**config.mk**
```make
export PLATFORM = sky130hd
export DESIGN_NAME = exLaneStage2
export DESIGN_NICKNAME = d
export VERILOG_FILES = /design/src/laneDefs.sv /design/src/exLaneStage2.sv
export SDC_FILE = /design/constraint.sdc
export NUM_CORES = 1
export LEC_CHECK = 0
export ABC_AREA = 1
export BUFFER_PORTS_ARGS = -buffer_cell sky130_fd_sc_hd__buf_2
export CAP_MARGIN = 20
export CELL_PAD_IN_SITES_DETAIL_PLACEMENT = 1
export CELL_PAD_IN_SITES_GLOBAL_PLACEMENT = 2
export CORE_UTILIZATION = 32
export CTS_BUF_LIST = sky130_fd_sc_hd__clkbuf_8
export DETAILED_ROUTE_END_ITERATION = 10
export MAX_ROUTING_LAYER = met4
export PLACE_DENSITY = 0.8
export RECOVER_POWER = 25
export SLEW_MARGIN = 10
export SYNTH_ARGS = -nofsm -noshare
export SYNTH_HDL_FRONTEND = slang
export SYNTH_SLANG_ARGS = --single-unit
export TNS_END_PERCENT = 10
```
**constraint.sdc**
```tcl
create_clock -name clock -period 1.7 [get_ports clock]
set_clock_uncertainty 0.1 [all_clocks]
set_input_delay 0.17 -clock clock [delete_from_list [all_inputs] [get_ports clock]]
set_output_delay 0.17 -clock clock [all_outputs]
set_load 0.1 [all_outputs]
```
**src/laneDefs.sv**
```systemverilog
// Execution lane shared types
// Widths, encodings and lane records
`default_nettype none

package laneDefs;

	localparam int laneRegIdWidth = 6;		// GPR id bits
	localparam int laneDataWidth = 64;		// Datapath width
	localparam int laneImmWidth = 33;		// Decoded immediate, sign bit on top

	// Micro-op commands, low six bits of the op byte
	typedef enum logic [5:0] {
		uCmdNop		= 6'h00,
		uCmdMovIr	= 6'h01,		// Immediate to Rn
		uCmdAlu3	= 6'h04,		// Rn = Rs op Rt
		uCmdAluCmp	= 6'h05,		// T = Rs cond Rt
		uCmdMulw3	= 6'h08		// Rn = Rs.l * Rt.l, finishes in EX2
	} laneUCmd;

	// Predication, top two bits of the op byte
	typedef enum logic [1:0] {
		predAlways	= 2'b00,
		predNever	= 2'b01,
		predIfT		= 2'b10,
		predIfNt	= 2'b11
	} lanePred;

	typedef struct packed {
		lanePred pred;
		laneUCmd uCmd;
	} laneOp;

	typedef enum logic [7:0] {
		aluAdd	= 8'h00,
		aluSub	= 8'h01,
		aluAnd	= 8'h05,
		aluOr	= 8'h06,
		aluXor	= 8'h07
	} laneAluFunc;

	typedef enum logic [7:0] {
		cmpEq	= 8'h00,
		cmpGt	= 8'h01		// Signed
	} laneCmpCond;

	// Same extension byte, read per command
	typedef union packed {
		laneAluFunc aluFunc;		// ALU3
		laneCmpCond cmpCond;		// ALUCMP
	} laneIxt;

	typedef struct packed {
		laneOp op;
		laneIxt ixt;
		logic [laneRegIdWidth-1:0] regIdRs;
		logic [laneRegIdWidth-1:0] regIdRt;
		logic [laneRegIdWidth-1:0] regIdRn;		// Destination
		logic [laneDataWidth-1:0] valRs;
		logic [laneDataWidth-1:0] valRt;
		logic [laneImmWidth-1:0] imm;
	} laneIssue;

	// EX1 output toward EX2
	typedef struct packed {
		laneOp op;		// Effective op, NOP if predicated off
		laneIxt ixt;
		logic write;
		logic cmpT;		// Compare outcome for ALUCMP
		logic [laneRegIdWidth-1:0] regIdRn;
		logic [laneDataWidth-1:0] value;
	} laneEx1Op;

	typedef struct packed {
		logic write;
		logic [laneRegIdWidth-1:0] regId;
		logic [laneDataWidth-1:0] value;
	} laneWb;

endpackage

`default_nettype wire
```
**src/exLaneStage2.sv**
```systemverilog
// Lane EX2 stage
// Destination select, T commit and writeback register
`timescale 1ns/1ps
`default_nettype none

module exLaneStage2 (
	input wire clock,
	input wire reset,
	input wire advance,
	input wire laneDefs::laneEx1Op ex1Op,
	input wire ex1Valid,
	input wire [laneDefs::laneDataWidth-1:0] mulProduct,
	input wire flush,
	output logic nextT,
	output logic tBit,
	output laneDefs::laneWb wb,
	output logic wbValid
);
	import laneDefs::*;

	laneEx1Op regB;		// Pipeline register B
	logic validB;
	logic tReg;		// Committed T
	laneWb wbNext;

	always_ff @(posedge clock) begin
		if (reset) begin
			validB <= 1'b0;
		end else if (advance) begin
			validB <= ex1Valid;
		end
	end

	always_ff @(posedge clock) begin
		if (advance) begin
			regB <= ex1Op;
		end
	end

	always_comb begin
		wbNext.write = regB.write;		// Forward EX1 by default
		wbNext.regId = regB.regIdRn;
		wbNext.value = regB.value;
		if (regB.op.uCmd == uCmdMulw3) begin
			wbNext.value = mulProduct;		// Multiply finishes here
		end
		if (flush) begin
			wbNext.write = 1'b0;		// Flushed op still emits a record
		end
	end

	// T seen by EX1 predication, one op ahead
	always_comb begin
		nextT = tReg;
		if (validB && !flush && regB.op.uCmd == uCmdAluCmp) begin
			nextT = regB.cmpT;
		end
	end

	always_ff @(posedge clock) begin
		if (reset) begin
			tReg <= 1'b0;
			wbValid <= 1'b0;
		end else if (advance) begin
			tReg <= nextT;
			wbValid <= validB;
		end
	end

	always_ff @(posedge clock) begin
		if (advance) begin
			wb <= wbNext;		// Output record
		end
	end

	assign tBit = tReg;

endmodule

`default_nettype wire

```
==> results of run 1 <==
critical path: stages, from the launching register on:
cell,delay [ps]
edfxtp_1,400
nand2_1,110
nor2_4,150
nand3_2,80
nand2_2,110
clkinvlp_4,110
buf_12,170
final timing paths:
check                               to  startpoint  depth (start not counted)  slack (ps)
worst min register to register  wb[66]    regB[66]                          0         330
worst max register to register  wb[41]    regB[84]                          9        -110
worst max-delay path             nextT    regB[82]                          6        -150
worst min-delay path              tBit       flush                          9         290
registers in the layout (all words and copies together) (netlist names):
name,flops
tBit,1
wbValid,1
wb,71
regB,78
validB,1
power by group through the flow:
| stage | Combinational (mW) | Clock [mW] | Sequential [mW] |
|---|---|---|---|
| 3_5_place_dp | 1.57 | 0 | 4.60 |
| 6_report | 1.93 | 2.96 | 4.54 |
| 2_1_floorplan | 0.206 | 0 | 5.49 |
| 3_3_place_gp | 1.54 | 0 | 4.59 |
| 4_1_cts | 1.85 | 3.02 | 4.52 |
| 5_1_grt | 2.01 | 3.16 | 4.56 |
per-stage QoR:
| stage | worst slack, ps | cells | setup TNS [ps] | hold WS [ps] |
|---|---|---|---|---|
| after global placement | 178 | 833 | 0 | 247 |
| after global routing | -244 | 1026 | -8900 | 308 |
| final | -150 | 1026 | -4890 | 292 |
| after CTS | -181 | 1015 | -188 | 19.7 |
| after floorplan | 201 | 397 | 0 | 156 |
| after detailed placement | 115 | 833 | 0 | 248 |
per-layer routing:
metal / vias up / GRT usage [%] / share of wire, %
met5: - / - / 0
met4: 0 / 6.30 / 1.6
met3: 22 / 5.13 / 4.8
met2: 156 / 34.6 / 53
met1: 2293 / 20.4 / 40
li1: 2182 / - / -
kinds of logic (layout without fill, tap and decap cells):
group,Yosys count,after routing,synth area share (%)
DFF,152,152,79.4
buffers and inverters,31,434,3.94
other,0,1,0
and+or+nand+nor,210,210,16.4
AOI/OAI and AO/OA,4,4,0.350
layout by cell type, fill, tap and decap left out, drive strengths merged, types with 3 or more instances in the layout:
| cell | netlist | layout |
|---|---|---|
| clkbuf | 0 | 26 |
| nand3 | 65 | 65 |
| dfxtp | 3 | 3 |
| inv | 11 | 11 |
| nor2 | 8 | 8 |
| bufinv | 0 | 4 |
| edfxtp | 149 | 149 |
| o21ai | 3 | 3 |
| buf | 20 | 236 |
| dlygate4sd3 | 0 | 146 |
| clkinv | 0 | 10 |
| nand2 | 136 | 136 |
cell type report:
| type | instances | area share [%] |
|---|---|---|
| flip-flops and latches | 152 | 48.4 |
| clock buffers | 17 | 2.50 |
| inverters | 11 | 0.481 |
| clock inverters | 15 | 1.98 |
| multi-input cells | 214 | 12.2 |
| repair buffers | 391 | 31.4 |
| well taps | 225 | 3.01 |
| diodes | 1 | 0.0267 |
repair_timing:
action	CTS	global route
setup buffers	4	4
hold buffers	146	0
pin swaps	7	8
cloned	0	6
gates resized for setup	7	61
hold endpoints to repair	146	0
endpoints found under the setup margin	1	65
==> impl_metrics.yaml, run 1 <==
synthesis:
  syn_nets: 554
  async_flop_share_pct: 0
  synth_area_leader_cell: "edfxtp_1"
  syn_area_per_cell_um2: 14.4
  synth_top_area_share_pct: 78.3
  synthTopCellsByCount: "149 x edfxtp_1, 135 x nand2_1, 55 x nand3_1"
  yosysMostFrequentCell: "edfxtp_1"
  synthCells: 397
  synth_cell_type_count: 14
  synth-main-ff-cell: "edfxtp_1"
  synth_area_leaders: "edfxtp_1 78%, nand2_1 8.9%, nand3_1 4.8%"
  ys_seq_elements: 152
  synth_area_um2: 5710
  synth_warnings: 0
  synth-edff-count: 149
  ys_seq_area_share_pct: 79.4
clock_network:
  tritoncts: "built"
  htree_levels: 4
  cts.sinks: 152
  root_buffer: "clkbuf_8"
  cts_buffers: 17
  clk_latency_ps: 450
  clk_pin_slew_ps: 80
  clk_path_buf_depth: 2
setup_path:
  crit_arrival_ps: 1580
  crit_path_start_kind: "flip-flop"
  cp-end-kind: "output port"
  path_class: "flip-flop to output port"
  required_ps: 1430
  cp_max_fo: 2
placement:
  place_area_um2: 7130
  place_hpwl_um: 9790
  gp_congestion: 0.764
  numPortBuffers: 220
die:
  initial_utilization_pct: 32.9
  core-area_um2: 17400
  num_rows: 48
  die_y_um: 136
  io-pin-count: 231
  die_x_um: 136
  dieArea_um2: 18400
status:
  status: "complete, but fails checks"
  violations: "negative setup slack"
timing:
  rsz0062_at_grt: "yes"
  clock.fmax_ghz: 0.540
  hold_violations: 0
  tightest_slew_ps: 987
  finalCriticalPeriod_ps: 1850
  period_share_pct: 109
  maxSlewViolCount: 0
  relSlewSlack_pct: 34.2
  setup_viol: 65
  worst_slack_ps: -150
final_layout:
  multi_input_area_um2: 1140
  final_nets: 944
  area_growth_pct: 63.9
  drive_gt1_share_pct: 42.1
  utilization_pct: 54.0
  fillers: 1800
  area.sequential_um2: 4540
  design_area_um2: 9370
routing:
  routed_wl_um: 18700
  drc: 0
  detail-route-antenna-nets: 0
  via_count: 4653
  vias_per_cell: 4.54
  drt_iter0_drc: 149
  routedWlPerCell_um: 18.2
  drtPass1Iterations: 4
global_routing:
  grt_antenna_before_repair: 1
  grtUsageTotal_pct: 19.3
  grt_pass1_wl_um: 25500
  grt_overflow: 0
  grt_pass1_vias: 4952
  grt_max_degree: 65
pwr:
  finalPower_mw: 9.43
  vdd_drop_max_v: 0.000624
  combPwrFrac_pct: 20.5
  powerDensity_nw_per_um2: 1010
  p_leak_nw: 4.02
  swShare_pct: 30.1
  p_switching_mw: 2.84
  pwr-share-seq_pct: 48.2
  clkPwrFrac_pct: 31.4
  intPower_mw: 6.59
flow_run:
  maxCapViolations: 0
min_path:
  hold_path.class: "input pin to flip-flop"
(Power assumes the default switching activity.)
==> run 2: changes to the inputs <==
CAP_MARGIN = 25   (was 20)
CORE_UTILIZATION = 34   (was 32)
PLACE_DENSITY = 0.84   (was 0.8)
clock period = 2.35 ns   (was 1.7 ns; I/O delays follow)
==> run 2 against run 1 <==
The run now ends clean. Cell area shrank 6.5%. Routed wire length shrank 13%. Critical path depth grew 4. Critical path type is now input pin to output port.
==> impl_metrics.yaml, run 2 (synthesis gave the netlist of run 1 again) <==
timing:
  hold_violations: 0
  clock.fmax_ghz: 0.466
  period_share_pct: 91.2
  rsz0062_at_grt: "no"
  finalCriticalPeriod_ps: 2140
  relSlewSlack_pct: 17.7
  fin_tns_setup_ps: 0
  tightest_slew_ps: 1230
  maxSlewViolCount: 0
  setup_viol: 0
global_routing:
  grt_pass1_vias: 4992
  grt_max_degree: 52
  grtUsageTotal_pct: 20.0
  grt_pass1_wl_um: 25700
  grt_antenna_before_repair: 2
  grt_overflow: 0
pwr:
  clkPwrFrac_pct: 31.4
  intPower_mw: 4.69
  finalPower_mw: 6.66
  p_switching_mw: 1.97
  combPwrFrac_pct: 19.4
  p_leak_nw: 3.81
  vdd_drop_max_v: 0.000344
  powerDensity_nw_per_um2: 761
  swShare_pct: 29.6
  pwr-share-seq_pct: 49.2
setup_path:
  required_ps: 2020
  path_common_cell: "nand2_1"
  cp_cell_sequence: "dlygate4sd3_1 > buf_2 > inv_1 > nand2_1 > nor2_1 > nand2_1 > nand2_1 > nand2_1 > inv_1 > clkbuf_4"
  crit_family: "buffers and inverters"
  crit_path_start_kind: "input pin"
  cp_max_fo: 2
  slowest_stage: "dlygate4sd3_1"
  critPathMaxStageDelay_ps: 530
  crit_arrival_ps: 1810
  cp-end-kind: "output port"
  worst-path-buf-inv: 5
  path_class: "input pin to output port"
placement:
  placed_cells: 826
  place_hpwl_um: 9530
  place_area_um2: 7010
  numPortBuffers: 220
  gp_congestion: 0.779
clock_network:
  root_buffer: "clkbuf_8"
  htree_levels: 4
  tritoncts: "built"
  cts_buffers: 17
  cts.sinks: 152
  cts_setup_buffers: 0
  clk_pin_slew_ps: 70
  clk_latency_ps: 450
  clk_path_buf_depth: 2
die:
  initial_utilization_pct: 34.6
  dieArea_um2: 17300
  die_x_um: 132
  num_rows: 47
  io-pin-count: 231
  die_y_um: 132
  core-area_um2: 16500
routing:
  drt_iter0_drc: 219
  drtPass1Iterations: 4
  via_count: 4503
  routedWlPerCell_um: 16.4
  routed_wl_um: 16300
  drc: 0
  vias_per_cell: 4.53
  detail-route-antenna-nets: 0
final_layout:
  design_area_um2: 8750
  reg_top3: "regB x78, wb x71"
  fillers: 1754
  area_growth_pct: 53.2
  mostFrequentLayoutCell: "buf_2"
  fin_cells: 993
  largest_register: "regB"
  largest_reg_flops: 78
  drive_gt1_share_pct: 34.6
  final_nets: 915
  final_cell_mix: "216 x buf_2, 149 x edfxtp_1, 135 x nand2_1"
min_path:
  hold_path.class: "input pin to flip-flop"
status:
  status: "complete, no violations"
flow_run:
  maxCapViolations: 0
[run 2: cell types whose count changed in the layout (fill, tap and decap cells not counted), sizes merged]
cell         before  now
inv              11   16
clkbuf           26   21
diode             1    2
clkinv           10    3
clkinvlp          1    3
dlygate4sd3     146  133
buf             236  225
[run 2: area by class of cell]
cell class              count  area (µm²)  area share (%)
repair buffers            362        2520            28.8
inverters                  11        41.3           0.472
well taps                 220         275            3.14
flip-flops and latches    152        4530            51.8
multi-input cells         214         962            11.0
clock inverters            15         176            2.02
clock buffers              17         234            2.67
diodes                      2        5.00          0.0572
[run 2: path summary, 6_finish.rpt]
kind,startpoint,end,slack [ps],cells after the start
max,flush,nextT,210,10
min,mulProduct[28],wb[28],20,3
max reg2reg,regB[84],wb[45],700,6
min reg2reg,regB[66],wb[66],320,0
[run 2: repair_timing]
| item | in CTS | in global routing |
|---|---|---|
| hold buffers | 131 | 2 |
| gates resized for setup | 0 | 1 |
| setup endpoints to repair | 0 | 1 |
| endpoints found under the hold margin | 131 | 2 |
[run 2: tightest hold or removal path, delay by kind of cell]
kind,cells,cell delay (ps)
buffers and inverters,1,80
AND/OR/NAND/NOR,2,140
[run 2: per-stage QoR]
stage / hold slack [ps] / utilization, % / setup slack, ps
CTS: 0.127 / 52.9 / 155
floorplan: 228 / - / 252
global placement: 302 / 42.4 / 720
detailed placement: 306 / 42.4 / 654
global route: -0.0691 / 53.0 / 75.5
finish: 22.9 / 53.0 / 206
[run 2: per-layer routing]
| layer | track usage (%) | routed length (µm) | vias to the layer above |
|---|---|---|---|
| met5 | - | 0 | - |
| met4 | 8.14 | 321 | 0 |
| met3 | 4.21 | 591 | 25 |
| met2 | 36.0 | 9100 | 151 |
| met1 | 21.3 | 6300 | 2212 |
| li1 | - | - | 2115 |
[run 2: power groups by stage]
stage / clock (mW) / combinational (mW) / sequential (mW)
after floorplan: 0 / 0.148 / 3.97
after global placement: 0 / 1.09 / 3.32
after detailed placement: 0 / 1.11 / 3.33
after CTS: 2.14 / 1.28 / 3.27
after global routing: 2.26 / 1.35 / 3.29
final: 2.09 / 1.29 / 3.27
